**src/verilog/vector_pkg.sv**
```systemverilog
// shared definitions for the vector issue front end
// opcodes, funct3 classes, mop codes, lane one-hots and the m_cu state enum
`default_nettype none

package vector_pkg;

   // widths with a meaning
   typedef logic [31:0] word_t;
   typedef logic [12:0] lane_t;
   typedef logic [1:0]  sew_t;
   typedef logic [2:0]  width_t;

   // RVV major opcodes
   localparam logic [6:0] v_ld_opcode    = 7'b0000111;
   localparam logic [6:0] v_st_opcode    = 7'b0100111;
   localparam logic [6:0] v_arith_opcode = 7'b1010111;

   // funct3 classes of the arithmetic opcode
   localparam logic [2:0] OPIVV = 3'b000;
   localparam logic [2:0] OPFVV = 3'b001;
   localparam logic [2:0] OPMVV = 3'b010;
   localparam logic [2:0] OPIVI = 3'b011;
   localparam logic [2:0] OPIVX = 3'b100;
   localparam logic [2:0] OPFVF = 3'b101;
   localparam logic [2:0] OPMVX = 3'b110;
   localparam logic [2:0] OPCFG = 3'b111;

   // memory addressing modes
   localparam logic [1:0] unit_stride   = 2'b00;
   localparam logic [1:0] idx_unordered = 2'b01;
   localparam logic [1:0] strided       = 2'b10;
   localparam logic [1:0] idx_ordered   = 2'b11;

   // one-hot v_cu lanes
   localparam lane_t OPIVV_vld        = lane_t'(1) << 0;
   localparam lane_t OPIVI_vld        = lane_t'(1) << 1;
   localparam lane_t STORE_vld        = lane_t'(1) << 2;
   localparam lane_t STORE_IDX_vld    = lane_t'(1) << 3;
   localparam lane_t LOAD_vld         = lane_t'(1) << 4;
   localparam lane_t LOAD_IDX_vld     = lane_t'(1) << 5;
   localparam lane_t OPIVX_vld        = lane_t'(1) << 6;
   localparam lane_t OPMVV_vld        = lane_t'(1) << 7;
   localparam lane_t OPMVX_vld        = lane_t'(1) << 8;
   localparam lane_t OPMVV_101xxx_vld = lane_t'(1) << 9;
   localparam lane_t OPMVX_101xxx_vld = lane_t'(1) << 10;
   localparam lane_t OPCFG_vld        = lane_t'(1) << 11;
   localparam lane_t SLIDE_vld        = lane_t'(1) << 12;

   typedef enum logic [1:0] {idle, loading, storing} mcu_state_e;

endpackage

`default_nettype wire
```
**src/verilog/vector_issue_top.sv**
```systemverilog
// vector issue front end top level
// scheduler feeding v_cu and m_cu
`timescale 1ns/1ps
`default_nettype none

module vector_issue_top
#(
   parameter int EXEC_LAT   = 3,
   parameter int VLEN_ELEMS = 4
)
(
   input  logic               clk,
   input  logic               rstn,
   input  vector_pkg::word_t  vector_instr_i,
   input  vector_pkg::word_t  rs1_i,
   input  vector_pkg::word_t  rs2_i,
   input  vector_pkg::sew_t   sew_i,
   output logic               vector_stall_o,
   output logic               issue_vld_o,
   output logic [3:0]         issue_lane_o,
   output vector_pkg::word_t  issue_instr_o,
   output vector_pkg::word_t  issue_rs1_o,
   output logic               mem_req_o,
   output logic               mem_we_o,
   output vector_pkg::word_t  mem_addr_o
);

   import vector_pkg::*;

   // scheduler to v_cu
   lane_t  instr_vld;
   lane_t  instr_rdy;
   word_t  vector_instr;
   word_t  scalar_rs1;
   word_t  scalar_rs2;

   // scheduler to m_cu
   logic   mcu_ld_vld;
   logic   mcu_ld_rdy;
   logic   mcu_ld_buffered;
   logic   mcu_st_vld;
   logic   mcu_st_rdy;
   word_t  mcu_base_addr;
   word_t  mcu_stride;
   width_t mcu_data_width;
   logic   mcu_strided;

   scheduler u_scheduler
   (
      .clk               (clk),
      .rstn              (rstn),
      .vector_instr_i    (vector_instr_i),
      .rs1_i             (rs1_i),
      .rs2_i             (rs2_i),
      .sew_i             (sew_i),
      .vector_stall_o    (vector_stall_o),
      .instr_rdy_i       (instr_rdy),
      .instr_vld_o       (instr_vld),
      .vector_instr_o    (vector_instr),
      .scalar_rs1_o      (scalar_rs1),
      .scalar_rs2_o      (scalar_rs2),
      .mcu_ld_rdy_i      (mcu_ld_rdy),
      .mcu_ld_buffered_i (mcu_ld_buffered),
      .mcu_st_rdy_i      (mcu_st_rdy),
      .mcu_ld_vld_o      (mcu_ld_vld),
      .mcu_st_vld_o      (mcu_st_vld),
      .mcu_base_addr_o   (mcu_base_addr),
      .mcu_stride_o      (mcu_stride),
      .mcu_data_width_o  (mcu_data_width),
      .mcu_strided_o     (mcu_strided)
   );

   v_cu #(.EXEC_LAT(EXEC_LAT)) u_v_cu
   (
      .clk            (clk),
      .rstn           (rstn),
      .instr_vld_i    (instr_vld),
      .vector_instr_i (vector_instr),
      .scalar_rs1_i   (scalar_rs1),
      .scalar_rs2_i   (scalar_rs2),
      .instr_rdy_o    (instr_rdy),
      .issue_vld_o    (issue_vld_o),
      .issue_lane_o   (issue_lane_o),
      .issue_instr_o  (issue_instr_o),
      .issue_rs1_o    (issue_rs1_o)
   );

   m_cu #(.VLEN_ELEMS(VLEN_ELEMS)) u_m_cu
   (
      .clk               (clk),
      .rstn              (rstn),
      .mcu_ld_vld_i      (mcu_ld_vld),
      .mcu_st_vld_i      (mcu_st_vld),
      .mcu_base_addr_i   (mcu_base_addr),
      .mcu_stride_i      (mcu_stride),
      .mcu_data_width_i  (mcu_data_width),
      .mcu_strided_i     (mcu_strided),
      .mcu_ld_rdy_o      (mcu_ld_rdy),
      .mcu_st_rdy_o      (mcu_st_rdy),
      .mcu_ld_buffered_o (mcu_ld_buffered),
      .mem_req_o         (mem_req_o),
      .mem_we_o          (mem_we_o),
      .mem_addr_o        (mem_addr_o)
   );

endmodule

`default_nettype wire

```
**src/verilog/m_cu.sv**
```systemverilog
// memory control unit
// load/store FSM stepping through the elements of one access
// emits address requests and the load buffered pulse
`timescale 1ns/1ps
`default_nettype none

module m_cu
#(
   parameter int VLEN_ELEMS = 4
)
(
   input  logic                clk,
   input  logic                rstn,
   input  logic                mcu_ld_vld_i,
   input  logic                mcu_st_vld_i,
   input  vector_pkg::word_t   mcu_base_addr_i,
   input  vector_pkg::word_t   mcu_stride_i,
   input  vector_pkg::width_t  mcu_data_width_i,
   input  logic                mcu_strided_i,
   output logic                mcu_ld_rdy_o,
   output logic                mcu_st_rdy_o,
   output logic                mcu_ld_buffered_o,
   output logic                mem_req_o,
   output logic                mem_we_o,
   output vector_pkg::word_t   mem_addr_o
);

   import vector_pkg::*;

   localparam int CNT_W = (VLEN_ELEMS > 1) ? $clog2(VLEN_ELEMS) : 1;

   mcu_state_e       state_q;
   logic [CNT_W-1:0] elem_cnt;
   logic             last_elem;
   logic             buffered_q;
   word_t            elem_bytes;
   word_t            elem_step;
   word_t            step_q;
   word_t            addr_q;

   // element size in bytes from the width code
   always_comb
   begin
      case (mcu_data_width_i)
         3'b101:  elem_bytes = 32'd2;
         3'b110:  elem_bytes = 32'd4;
         3'b111:  elem_bytes = 32'd8;
         default: elem_bytes = 32'd1;
      endcase
   end

   assign elem_step = mcu_strided_i ? mcu_stride_i : elem_bytes;

   assign mcu_ld_rdy_o = (state_q == idle);
   assign mcu_st_rdy_o = (state_q == idle);
   assign last_elem    = (elem_cnt == CNT_W'(VLEN_ELEMS - 1));

   always_ff @(posedge clk)
   begin
      if (!rstn)
      begin
         state_q    <= idle;
         elem_cnt   <= '0;
         buffered_q <= 1'b0;
      end
      else
      begin
         buffered_q <= 1'b0;
         case (state_q)
            idle:
            begin
               elem_cnt <= '0;
               if (mcu_ld_vld_i)
               begin
                  state_q <= loading;
               end
               else if (mcu_st_vld_i)
               begin
                  state_q <= storing;
               end
            end
            loading, storing:
            begin
               elem_cnt <= elem_cnt + 1'b1;
               if (last_elem)
               begin
                  state_q <= idle;
                  // pulse follows the last read
                  buffered_q <= (state_q == loading);
               end
            end
            default: state_q <= idle;
         endcase
      end
   end

   // descriptor tracks the inputs while idle, so the accept cycle is latched
   always_ff @(posedge clk)
   begin
      if (state_q == idle)
      begin
         addr_q <= mcu_base_addr_i;
         step_q <= elem_step;
      end
      else
      begin
         addr_q <= addr_q + step_q;
      end
   end

   assign mem_req_o         = (state_q != idle);
   assign mem_we_o          = (state_q == storing);
   assign mem_addr_o        = addr_q;
   assign mcu_ld_buffered_o = buffered_q;

endmodule

`default_nettype wire

```
**src/verilog/v_cu.sv**
```systemverilog
// vector control unit model
// one shared execution pipeline with a busy counter
// lane-ready generation and a one-cycle registered issue record
`timescale 1ns/1ps
`default_nettype none

module v_cu
#(
   parameter int EXEC_LAT = 3
)
(
   input  logic               clk,
   input  logic               rstn,
   input  vector_pkg::lane_t  instr_vld_i,
   input  vector_pkg::word_t  vector_instr_i,
   input  vector_pkg::word_t  scalar_rs1_i,
   input  vector_pkg::word_t  scalar_rs2_i,
   output vector_pkg::lane_t  instr_rdy_o,
   output logic               issue_vld_o,
   output logic [3:0]         issue_lane_o,
   output vector_pkg::word_t  issue_instr_o,
   output vector_pkg::word_t  issue_rs1_o
);

   import vector_pkg::*;

   localparam int CNT_W = (EXEC_LAT > 0) ? $clog2(EXEC_LAT + 1) : 1;

   logic [CNT_W-1:0] busy_cnt;
   logic             exec_idle;
   logic             fire;
   logic [3:0]       lane_num;

   // every lane shares the pipeline
   assign exec_idle   = (busy_cnt == '0);
   assign instr_rdy_o = exec_idle ? '1 : '0;
   assign fire        = (instr_vld_i & instr_rdy_o) != '0;

   // one-hot to lane number
   always_comb
   begin
      lane_num = '0;
      for (int i = 0; i < $bits(lane_t); i++)
      begin
         if (instr_vld_i[i])
         begin
            lane_num = 4'(i);
         end
      end
   end

   always_ff @(posedge clk)
   begin
      if (!rstn)
      begin
         busy_cnt <= '0;
      end
      else if (fire)
      begin
         busy_cnt <= CNT_W'(EXEC_LAT);
      end
      else if (!exec_idle)
      begin
         busy_cnt <= busy_cnt - 1'b1;
      end
   end

   always_ff @(posedge clk)
   begin
      if (!rstn)
      begin
         issue_vld_o <= 1'b0;
      end
      else
      begin
         issue_vld_o <= fire;
      end
   end

   // issue record payload
   always_ff @(posedge clk)
   begin
      if (fire)
      begin
         issue_lane_o  <= lane_num;
         issue_instr_o <= vector_instr_i;
         issue_rs1_o   <= scalar_rs1_i;
      end
   end

endmodule

`default_nettype wire

```
**src/verilog/scheduler.sv**
```systemverilog
// issue scheduler: holds one vector instruction and decodes it to a v_cu lane
// drives the m_cu load/store handshakes and the scalar-side stall
// splits unordered indexed loads into an index issue and a unit-stride load
`timescale 1ns/1ps
`default_nettype none

module scheduler
(
   input  logic                clk,
   input  logic                rstn,
   // scalar side
   input  vector_pkg::word_t   vector_instr_i,
   input  vector_pkg::word_t   rs1_i,
   input  vector_pkg::word_t   rs2_i,
   input  vector_pkg::sew_t    sew_i,
   output logic                vector_stall_o,
   // v_cu side
   input  vector_pkg::lane_t   instr_rdy_i,
   output vector_pkg::lane_t   instr_vld_o,
   output vector_pkg::word_t   vector_instr_o,
   output vector_pkg::word_t   scalar_rs1_o,
   output vector_pkg::word_t   scalar_rs2_o,
   // m_cu side
   input  logic                mcu_ld_rdy_i,
   input  logic                mcu_ld_buffered_i,
   input  logic                mcu_st_rdy_i,
   output logic                mcu_ld_vld_o,
   output logic                mcu_st_vld_o,
   output vector_pkg::word_t   mcu_base_addr_o,
   output vector_pkg::word_t   mcu_stride_o,
   output vector_pkg::width_t  mcu_data_width_o,
   output logic                mcu_strided_o
);

   import vector_pkg::*;

   word_t      instr_q;
   word_t      rs1_q;
   word_t      rs2_q;
   word_t      idx_ld_part2;
   width_t     sew_width;

   logic [6:0] opcode;
   logic [2:0] funct3;
   logic [5:0] funct6;
   logic [1:0] mop;

   logic       is_ld;
   logic       is_st;
   logic       is_arith;
   logic       mem_mop;
   logic       split_ld;

   lane_t      lane_dec;
   logic       ld_hold;
   logic       st_hold;
   logic       lane_fire;
   logic       advance;

   logic       ld_buffering_q;
   logic       ld_buffered_q;

   // instruction fields
   assign opcode = instr_q[6:0];
   assign funct3 = instr_q[14:12];
   assign funct6 = instr_q[31:26];
   assign mop    = instr_q[27:26];

   assign is_ld    = (opcode == v_ld_opcode);
   assign is_st    = (opcode == v_st_opcode);
   assign is_arith = (opcode == v_arith_opcode);

   // unit-stride and strided accesses go through m_cu
   assign mem_mop  = (mop == unit_stride) || (mop == strided);
   assign split_ld = is_ld && (mop == idx_unordered);

   // lane decode, ungated
   always_comb
   begin
      lane_dec = '0;
      if (is_st)
      begin
         lane_dec = mem_mop ? STORE_vld : STORE_IDX_vld;
      end
      else if (is_ld)
      begin
         lane_dec = mem_mop ? LOAD_vld : LOAD_IDX_vld;
      end
      else if (is_arith)
      begin
         if (funct3 != OPCFG && (funct6 == 6'b001110 || funct6 == 6'b001111))
         begin
            // vslideup / vslidedown family
            lane_dec = SLIDE_vld;
         end
         else
         begin
            case (funct3)
               OPIVV: lane_dec = OPIVV_vld;
               OPIVI: lane_dec = OPIVI_vld;
               OPIVX: lane_dec = OPIVX_vld;
               OPMVV: lane_dec = (funct6[5:3] == 3'b101) ? OPMVV_101xxx_vld : OPMVV_vld;
               OPMVX: lane_dec = (funct6[5:3] == 3'b101) ? OPMVX_101xxx_vld : OPMVX_vld;
               OPCFG: lane_dec = OPCFG_vld;
               // no floating point lanes
               OPFVV, OPFVF: lane_dec = '0;
               default: lane_dec = '0;
            endcase
         end
      end
   end

   // a load waits for its buffered data, a store for a free m_cu
   assign ld_hold     = is_ld && mem_mop && !ld_buffered_q;
   assign st_hold     = is_st && mem_mop && !mcu_st_rdy_i;
   assign instr_vld_o = (ld_hold || st_hold) ? '0 : lane_dec;

   assign lane_fire = (instr_vld_o & instr_rdy_i) != '0;
   // bubbles and undecoded opcodes leave right away
   assign advance   = (lane_dec == '0) || lane_fire;

   // second half of the split consumes a slot, so the scalar side waits
   assign vector_stall_o = !advance || split_ld;

   // m_cu handshakes
   assign mcu_ld_vld_o = is_ld && mem_mop && !ld_buffering_q && !ld_buffered_q;
   assign mcu_st_vld_o = is_st && mem_mop && ((instr_rdy_i & STORE_vld) != '0);

   always_ff @(posedge clk)
   begin
      if (!rstn)
      begin
         ld_buffering_q <= 1'b0;
      end
      else if (mcu_ld_vld_o && mcu_ld_rdy_i)
      begin
         ld_buffering_q <= 1'b1;
      end
      else if (mcu_ld_buffered_i)
      begin
         ld_buffering_q <= 1'b0;
      end
   end

   // held until the LOAD lane issues
   always_ff @(posedge clk)
   begin
      if (!rstn)
      begin
         ld_buffered_q <= 1'b0;
      end
      else if (mcu_ld_buffered_i)
      begin
         ld_buffered_q <= 1'b1;
      end
      else if (lane_fire && lane_dec == LOAD_vld)
      begin
         ld_buffered_q <= 1'b0;
      end
   end

   // load width code for the current sew
   always_comb
   begin
      case (sew_i)
         2'd0:    sew_width = 3'b000;
         2'd1:    sew_width = 3'b101;
         2'd2:    sew_width = 3'b110;
         default: sew_width = 3'b111;
      endcase
   end

   assign idx_ld_part2 = {instr_q[31:28], unit_stride, instr_q[25:15], sew_width, instr_q[11:0]};

   always_ff @(posedge clk)
   begin
      if (!rstn)
      begin
         instr_q <= '0;
      end
      else if (advance)
      begin
         instr_q <= split_ld ? idx_ld_part2 : vector_instr_i;
      end
   end

   // part two reuses the operands of part one
   always_ff @(posedge clk)
   begin
      if (advance && !split_ld)
      begin
         rs1_q <= rs1_i;
         rs2_q <= rs2_i;
      end
   end

   assign vector_instr_o   = instr_q;
   assign scalar_rs1_o     = rs1_q;
   assign scalar_rs2_o     = rs2_q;
   assign mcu_base_addr_o  = rs1_q;
   assign mcu_stride_o     = rs2_q;
   assign mcu_data_width_o = funct3;
   assign mcu_strided_o    = (mop == strided);

endmodule

`default_nettype wire

```
**config.mk**
```make
export PLATFORM = sky130hd
export DESIGN_NAME = vector_issue_top
export DESIGN_NICKNAME = d
export VERILOG_FILES = /design/src/verilog/vector_pkg.sv /design/src/verilog/vector_issue_top.sv /design/src/verilog/m_cu.sv /design/src/verilog/v_cu.sv /design/src/verilog/scheduler.sv
export SDC_FILE = /design/constraint.sdc
export NUM_CORES = 1
export LEC_CHECK = 0
export ABC_AREA = 1
export BUFFER_PORTS_ARGS = -buffer_cell sky130_fd_sc_hd__buf_4
export CORE_MARGIN = 2
export CORE_UTILIZATION = 45
export CTS_CLUSTER_DIAMETER = 120
export DETAILED_ROUTE_END_ITERATION = 6
export PLACE_DENSITY = 0.76
export SYNTH_ARGS = -nofsm -noshare
export SYNTH_HDL_FRONTEND = slang
export SYNTH_SLANG_ARGS = --single-unit
```
**constraint.sdc**
```tcl
create_clock -name clk -period 10.3 [get_ports clk]
set_clock_uncertainty 0.15 [all_clocks]
set_input_delay 1.03 -clock clk [delete_from_list [all_inputs] [get_ports clk]]
set_output_delay 1.03 -clock clk [all_outputs]
set_load 0.01 [all_outputs]
```
## Word-level counts from Yosys, hierarchy flattened

Index checks and enable logic that the tools add are counted.

| word-level totals | value |
|---|---|
| bits in registers | 238 |
| output and inout port bits | 104 |
| logic and storage cells | 124 |

| cells by class | value |
|---|---|
| $add $sub $neg | 3 |
| equality and inequality tests | 25 |
| muxes and demuxes | 38 |
| bitwise operators | 2 |
| reduce and logical (&&, ||, !) cells | 39 |

Operators by type and width:

| operator | number |
|---|---|
| one-hot mux 13 bit (7 select lines) | 1 |
| two-way mux 13 bit | 6 |
| two-way mux 32 bit | 2 |
| adder 32 bit | 1 |
| two-way mux 28 bit | 1 |
| two-way mux 3 bit | 8 |
| == test 3 bit, second input constant | 5 |
| two-way mux 2 bit | 7 |
| bitwise AND 13 bit | 1 |
| == test 13 x 5 -> 1 bit, second input constant | 1 |
| logical NOT 13 bit | 1 |
| nonzero test 13 bit | 1 |
| == test 6 x 4 -> 1 bit, second input constant | 2 |
| logical AND 1 bit | 12 |
| one-hot mux 4 bit (3 select lines) | 1 |
| two-way mux 11 bit | 1 |
| two-way mux 10 bit | 1 |
| one-hot mux 3 bit (3 select lines) | 1 |
| == test 2 bit, second input constant | 4 |
| logical NOT 2 bit | 4 |
| one-hot mux 2 bit (2 select lines) | 2 |
| nonzero test 2 bit | 4 |
| == test 7 x 3 -> 1 bit, second input constant | 1 |
| == test 7 x 6 -> 1 bit, second input constant | 1 |
| 20 further kinds | 38 |

## Depth between registers and ports, before layout

Gate-level depths: netlist (run 1).

| logic depth | value |
|---|---|
| depth after elaboration | 19 |
| mapped depth | 15 |
| mapped depth without buffers | 15 |

## Cells and area by module

Synthesis (run 1) repeated with hierarchy kept, for this count alone.

| second synthesis, totals | value |
|---|---|
| cell total of the unflattened synthesis | 1347 |
| area, all modules | 11951.5 µm² |

By module, submodules not included:

| module | instances | cells an instance | area each (µm²) | seq. area each (µm²) |
|---|---|---|---|---|
| m_cu | 1 | 755 | 4974.8 | 1701.6 |
| scheduler | 1 | 461 | 4559.4 | 2602.5 |
| v_cu | 1 | 131 | 2417.3 | 2102.0 |

## Worst setup path before layout (run 1)

OpenSTA, ideal clock, no wires.

| timing path | value |
|---|---|
| kind | register -> register |
| start point | register u_m_cu.state_q[0] |
| end point | register u_v_cu.issue_instr_o[0] (enable) |
| data arrival time | 3.255 ns |
| setup slack | 6.473 ns |
| cell stages (with the launch flop) | 9 |
| buffers on the path | 0 |
| period minus slack after synthesis | 3.827 ns |
| cell sequence | dfxtp_1 -> inv_1 -> ha_1 -> inv_1 -> nand2_1 -> nand2_1 -> inv_2 -> nand3_1 -> inv_1 |

| between the ends | value |
|---|---|
| longest elaborated chain between the ends | 7 |

RTL lines:

| item | RTL line | text |
|---|---|---|
| start, declared | m_cu.sv:32 | `mcu_state_e state_q;` |
| start signal, assigned | m_cu.sv:62 | `state_q <= idle;` |
| start signal, assigned | m_cu.sv:75 | `state_q <= loading;` |
| start signal, assigned | m_cu.sv:79 | `state_q <= storing;` |
| logical NOT 2 bit | m_cu.sv:55 | `assign mcu_st_rdy_o = (state_q == idle);` |
| logical NOT 1 bit | scheduler.sv:115 | `assign st_hold = is_st && mem_mop && !mcu_st_rdy_i;` |
| logical AND 1 bit | scheduler.sv:115 |  |
| logical OR 1 bit | scheduler.sv:116 | `assign instr_vld_o = (ld_hold \|\| st_hold) ? '0 : lane_dec;` |
| two-way mux 13 bit | scheduler.sv:116 |  |
| bitwise AND 13 bit | -- |  |
| nonzero test 13 bit | -- |  |
| net u_scheduler.lane_fire | scheduler.sv:57 | `logic lane_fire;` |
| end signal, assigned | v_cu.sv:86 | `issue_instr_o <= vector_instr_i;` |
| end, declared | v_cu.sv:21 | `output vector_pkg::word_t issue_instr_o,` |

The timed path passes the listed nets, and every way through them passes these cells.
A chain may end at the register's enable or synchronous reset.

## Worst setup path in the final report (run 1)

| timing path | value |
|---|---|
| start point | register u_m_cu.state_q[0] |
| end point | output vector_stall_o |

| between the ends | value |
|---|---|
| longest elaborated chain between the ends | 10 |

RTL lines:

| item | RTL line | text |
|---|---|---|
| logical NOT 2 bit | m_cu.sv:55 |  |
| logical NOT 1 bit | scheduler.sv:115 |  |
| logical AND 1 bit | scheduler.sv:115 |  |
| logical OR 1 bit | scheduler.sv:116 |  |
| two-way mux 13 bit | scheduler.sv:116 |  |
| bitwise AND 13 bit | scheduler.sv:118 | `assign lane_fire = (instr_vld_o & instr_rdy_i) != '0;` |
| nonzero test 13 bit | scheduler.sv:118 |  |
| logical OR 1 bit | scheduler.sv:120 | `assign advance = (lane_dec == '0) \|\| lane_fire;` |
| logical NOT 1 bit | scheduler.sv:123 | `assign vector_stall_o = !advance \|\| split_ld;` |
| logical OR 1 bit | scheduler.sv:123 |  |
| end, declared | vector_issue_top.sv:18 | `output logic vector_stall_o,` |

Every way passes these cells.

==> run summary, run 1 <==
CTS Buffer Depth: 3
clk root buf: clkbuf_16
Routed Antenna Nets: 0
r2r setup slk: 7.19 ns
Ant. Diodes: 0
maximum clock rate: 0.271 GHz
core area: 22,600 um^2
footprint of the multi-input gates: 3330 um^2
Synth area leader: edfxtp_1
Top delay family on crit path: buffers and inverters
die footprint: 24,300 um^2
Hold Path Stages: 0
Cell Area, Synth: 10,400 um^2
Crit path largest cell delay: 0.38 ns
initial antenna violation count: 0
row count: 55
first-pass GRT wire length: 39,500 um
DRT iter0 DRCs: 554
pin count of the biggest net entering global routing: 70
syn_area_per_cell: 9.79 um^2
vias in the first global route: 7,777
total global-route track usage: 20.7%
final setup TNS: 0 ns
H-tree Lvls: 1
slowest CP cell: dfxtp_1
endpoints failing setup: 0
CTS resizes: 0
layout cells sized above 1: 22.1%
max_cap viols: 0
worst reg2reg path startpoint: u_scheduler.vector_instr_o[14]
WL per Instance: 16.1 um
Layout area overhead: 26.2%
Syn Nets: 1,200
worst path bufs/invs: 5
Hold Crit Start: u_scheduler.vector_instr_o[23]
dpl hpwl: 18,100 um
CP Data Arrival Time: 2.51 ns
share of the synthesized area in the top cell type: 47.3%
post-route minimum period: 3.69 ns
area post-placement: 12,200 um^2
Vias/cell: 4.98
CTS tree: done
starting density of the core: 45.9%
Synth cell types: 41
Crit Path Class: reg2out
Slew @ Worst Pin: 0.982 ns
Final Cell Area: 13,100 um^2
fill cell count: 1,984
Sink Count: 238
post-route setup slack: 6.61 ns
Post-synth EDFFs: 164
DRT Wirelength: 25,300 um
Leak: 6.08 nW
dpl ws: 7.19 ns
synth cell count leaders: nand2_1, edfxtp_1, inv_1, nor2_1, nand3_1
sequential area share after synthesis: 61.6%
met2 usage: 33.8%
Hold/Removal Path Class: reg2reg
most common cell in the netlist: nand2_1
top post-synthesis cells by area: edfxtp_1, dfxtp_1, nand2_1
fin crit share: 35.8%
normalized max-slew margin: 34.3%
clock transition at the registers of the reported paths: 0.06 ns
grt ovf: 0
worst reg2reg path endpoint: u_v_cu.issue_rs1_o[22]
Final Hold Fails: 0
hold buffers post-CTS: 0
outcome: finished clean
clk_lat worst skew: 0.56 ns
Worst Hold Path EP: u_v_cu.issue_instr_o[23]
RSZ-0062 raised after global routing: false
Final #Nets: 1,411
Setup crit end kind: primary output
Hold Slack: 0.278 ns
register bit count reported by yosys: 238
die width: 156 um
met1 GRT Util: 27.7%
Critical Path Start Type: register
gp weighted congestion: 0.882
Register Area: 6410 um^2
Synth warnings: 0
Worst Path Max Fanout: 54
DR DRC count: 0
maximum vdd drop: 126 uV
Post-CTS Setup Bufs: 0
Ports: 204
gr busiest metal: met2
PwrDens: 173 nW/um^2
top_reg_cell synth: edfxtp_1
fin. max-slew vios: 0
CP cell instances: inv_1 -> ha_2 -> inv_1 -> buf_4 -> nand2_1 -> nand2_1 -> inv_2 -> nand2_4 -> nand2_8 -> nand2_2 -> buf_4
GR Util met3: 4.97%
via count: 7,864
Die Ht: 156 um
Cells after Synth: 1,062
Async SR Flop Fraction: 0%
PortBufs: 203
R2R cell count: 9
Num CTS Buffers: 26
DR pass1 iterations: 5
critical path data required time: 9.12 ns
==> per-layer routing <==
metal | routed length [um] | vias to the layer above
li1 | - | 3954
met1 | 11000 | 3609
met2 | 11800 | 262
met3 | 1960 | 39
met4 | 616 | 0
met5 | 0 | -
==> through the flow <==
| step | utilization (%) | std cells | power [W] |
|---|---|---|---|
| floorplan | - | 1062 | 0.00123 |
| global placement | 53.9 | 1530 | 0.00131 |
| detailed placement | 53.9 | 1530 | 0.00131 |
| CTS | 58.0 | 1578 | 0.00229 |
| finish | 58.0 | 1578 | 0.00228 |
| global route | 58.0 | 1578 | 0.00236 |
==> state kept, by name, summed over array words and instances, names as in the netlist <==
register                     flops
u_m_cu.mem_addr_o               32
u_m_cu.step_q                   32
u_scheduler.mcu_base_addr_o     32
u_scheduler.mcu_stride_o        32
u_scheduler.vector_instr_o      32
u_v_cu.issue_instr_o            32
u_v_cu.issue_rs1_o              32
u_v_cu.issue_lane_o              4
u_m_cu.elem_cnt                  2
u_m_cu.state_q                   2
u_v_cu.busy_cnt                  2
u_m_cu.mcu_ld_buffered_o         1
u_scheduler.ld_buffered_q        1
u_scheduler.ld_buffering_q       1
u_v_cu.issue_vld_o               1
==> worst max path at each step <==
stage                      start                      end  slack (ns)  cells after the start
2_1_floorplan  u_m_cu.state_q[0]  u_v_cu.issue_instr_o[0]        6.47                      8
4_1_cts        u_m_cu.state_q[0]           vector_stall_o        6.59                     11
5_1_grt        u_m_cu.state_q[0]           vector_stall_o        6.41                     11
3_3_place_gp   u_m_cu.state_q[0]           vector_stall_o        7.25                     11
6_report       u_m_cu.state_q[0]           vector_stall_o        6.61                     11
3_5_place_dp   u_m_cu.state_q[0]           vector_stall_o        7.19                     11
==> worst register-to-register path: cells and delay by family (launching register included) <==
kind	cells	cell delay (ns)
buf+inv	2	1.08
simple gates	7	0.99
flops	1	0.51
==> cell type report <==
type / count / share of cell area (%)
clock inverters: 14 / 1.24
flip-flops and latches: 238 / 48.8
repair buffers: 208 / 11.9
inverters: 144 / 4.13
well taps: 285 / 2.72
clock buffers: 34 / 5.88
multi-input cells: 655 / 25.3
==> power breakdown <==
| part | internal, W | switching (W) |
|---|---|---|
| Combinational | 0.0000907 | 0.000118 |
| Clock | 0.000584 | 0.000398 |
| Sequential | 0.00106 | 0.0000239 |
==> layout by cell type, fill, tap and decap left out, drive strengths merged, types with 3 or more instances in the layout <==
cell type    n
a21oi       68
clkbuf      34
nor3         6
xnor2        3
clkinv       8
or2          9
buf        208
nor4         3
nand3b       8
a21boi       4
a31oi        4
nor2       138
nand2      224
nand4        8
inv        145
clkinvlp     3
mux2         3
ha          37
dfxtp       74
nand3       95
o21ai       28
o21bai       6
edfxtp     164
==> cells by family (layout without fill, tap and decap cells) <==
kind of cell | count (synthesis) | after routing | share of synthesized area [%]
AO/OA/AOI/OAI | 119 | 119 | 6.32
XOR/XNOR | 4 | 4 | 0.337
adder cells (fa/ha/maj) | 38 | 38 | 4.64
buffers and inverters | 169 | 400 | 6.47
flip-flops | 238 | 238 | 61.6
multiplexers | 3 | 3 | 0.325
AND/OR/NAND/NOR | 491 | 491 | 20.3
No activity file was read; power rests on OpenSTA's default activity.
==> inputs of run 2 (changes only) <==
--- a/config.mk
+++ b/config.mk
@@ -11,7 +11,7 @@
 export CORE_UTILIZATION = 45
 export CTS_CLUSTER_DIAMETER = 120
 export DETAILED_ROUTE_END_ITERATION = 6
-export PLACE_DENSITY = 0.76
+export PLACE_DENSITY = 0.79
 export SYNTH_ARGS = -nofsm -noshare
 export SYNTH_HDL_FRONTEND = slang
 export SYNTH_SLANG_ARGS = --single-unit
==> constraint.sdc (replaced) <==
create_clock -name clk -period 3.3 [get_ports clk]
set_clock_uncertainty 0.15 [all_clocks]
set_input_delay 0.33 -clock clk [delete_from_list [all_inputs] [get_ports clk]]
set_output_delay 0.33 -clock clk [all_outputs]
set_load 0.01 [all_outputs]
==> run summary, run 2 (same netlist as run 1, synthesis figures left out) <==
CTS Buffer Depth: 3 (unchanged)
DRT Wirelength: 26,200 um (+3.5%)
post-route minimum period: 2.89 ns
Critical Path Start: u_scheduler.vector_instr_o[27]
slowest CP cell: dfxtp_1
met2 usage: 35.9% (+2.1 points)
DR DRC count: 0 (unchanged)
most common cell after layout, fill and taps aside: nand2_1
endpoints failing setup: 0 (unchanged)
Crit path largest cell delay: 0.43 ns (+0.05 ns)
commonest cells after routing, fill and taps aside: nand2_1, buf_4, edfxtp_1
outcome: finished clean
CP most frequent cell: nand3_1
clock transition at the registers of the reported paths: 0.06 ns (about the same)
Final #Nets: 1,504 (+6.6%)
RSZ-0062 raised after global routing: false
Die Ht: 156 um (unchanged)
maximum clock rate: 0.346 GHz
worst reg2reg path startpoint: u_scheduler.vector_instr_o[27]
starting density of the core: 45.9% (unchanged)
pin count of the biggest net entering global routing: 70 (unchanged)
Worst Path Max Fanout: 54 (unchanged)
final core occ: 61.7% (+3.7 points)
normalized max-slew margin: 46.5% (+12 points)
max_cap viols: 0 (unchanged)
Final Hold Fails: 0 (unchanged)
Top delay family on crit path: simple AND/OR/NAND/NOR gates
hold buffers post-CTS: 91 (+91)
Leak: 6.42 nW (+5.6%)
die footprint: 24,300 um^2 (unchanged)
clk root buf: clkbuf_16
core area: 22,600 um^2 (unchanged)
CP Data Arrival Time: 2.41 ns (-0.10 ns)
Hold Crit Start: vector_instr_i[21]
DRT iter0 DRCs: 460 (-17%)
CP cell instances: nand2_1 -> nor2_1 -> nand3_2 -> nand3_1 -> nand3_1 -> nor2_2 -> nand2_4 -> nand2_8 -> nand2_2 -> buf_4
GR Util met3: 4.39% (-0.58 points)
Vias/cell: 5.02 (+0.73%)
Routed Antenna Nets: 0 (unchanged)
Sink Count: 238 (unchanged)
CTS resizes: 0 (unchanged)
fin crit share: 87.6%
initial antenna violation count: 0 (unchanged)
gr busiest metal: met2
WL per Instance: 15.7 um (-2.2%)
PortBufs: 203 (unchanged)
Crit Path Class: reg2out
PwrDens: 499 nW/um^2 (+190%)
Ports: 204 (unchanged)
final setup TNS: 0 ns (unchanged)
first-pass GRT wire length: 40,900 um (+3.5%)
clk_lat worst skew: 0.52 ns (-0.04 ns)
Num CTS Buffers: 25 (-3.8%)
critical path data required time: 2.82 ns (-6.30 ns)
gp weighted congestion: 0.903 (+2.4%)
vias in the first global route: 8,148 (+4.8%)
H-tree Lvls: 1 (unchanged)
met1 GRT Util: 27.5% (-0.21 points)
Critical Path Start Type: register
Ant. Diodes: 0 (unchanged)
maximum vdd drop: 463 uV (+270%)
Layout area overhead: 34.4%
die width: 156 um (unchanged)
Hold/Removal Path Class: in2reg
via count: 8,383 (+6.6%)
CTS tree: done
total global-route track usage: 21.3% (+0.60 points)
DR pass1 iterations: 7 (+2)
Finished Layout Cells: 1,670 (+5.8%)
dpl hpwl: 18,100 um (-0.23%)
grt ovf: 0 (unchanged)
Setup crit end kind: primary output
fin. max-slew vios: 0 (unchanged)
worst path bufs/invs: 1 (-4)
Post-CTS Setup Bufs: 0 (unchanged)
total power: 0.00697 W (+210%)
row count: 55 (unchanged)
dpl cells: 1,533 (+0.20%)
layout cells sized above 1: 20.1% (-2.0 points)
Slew @ Worst Pin: 0.802 ns (-0.179 ns)
run 2: cell count changes in the layout (fill, tap and decap cells not counted), sizes merged:
cell,previous run,this run
dlygate4sd3,0,91
buf,208,211
clkbuf,34,31
bufinv,2,3
clkinv,8,9
clkinvlp,3,2
run 2: tightest hold or removal path, delay by kind of cell:
kind | cells | cell delay, ns
simple gates | 3 | 0.21
buf+inv | 2 | 0.11
run 2: power by group:
group          internal, W  switching, W
logic             0.000354      0.000391
clock network      0.00169       0.00115
registers          0.00331     0.0000707
total              0.00536       0.00161
run 2: final timing paths:
check / slack [ns] / depth (start not counted) / end
worst min-delay path: 0.008 / 5 / u_scheduler.vector_instr_o[21]
worst max-delay path: 0.41 / 10 / vector_stall_o
worst min register to register: 0.28 / 0 / u_v_cu.issue_instr_o[7]
worst max register to register: 0.56 / 11 / u_scheduler.mcu_stride_o[24]
run 2: cell type report:
cell class | count | area [um^2]
multi-input cells | 655 | 3330
repair buffers | 302 | 2510
clock buffers | 31 | 678
well taps | 285 | 357
fillers | 1789 | 8660
flip-flops and latches | 238 | 6410
inverters | 144 | 544
clock inverters | 15 | 156
run 2: metrics by stage:
stage	worst slack, ns	hold slack [ns]	cell area [um^2]
3_5_place_dp	0.591	0.267	12200
6_report	0.410	0.00827	14000
2_1_floorplan	0.359	0.253	10400
4_1_cts	0.418	0.00153	14000
5_1_grt	0.249	0.00804	14000
3_3_place_gp	0.726	0.262	12200
run 2: layer usage:
| layer | vias up | part of all wire [%] |
|---|---|---|
| li1 | 4146 | - |
| met1 | 3860 | 43 |
| met2 | 314 | 47 |
| met3 | 63 | 7.4 |
| met4 | 0 | 2.9 |
| met5 | - | 0 |
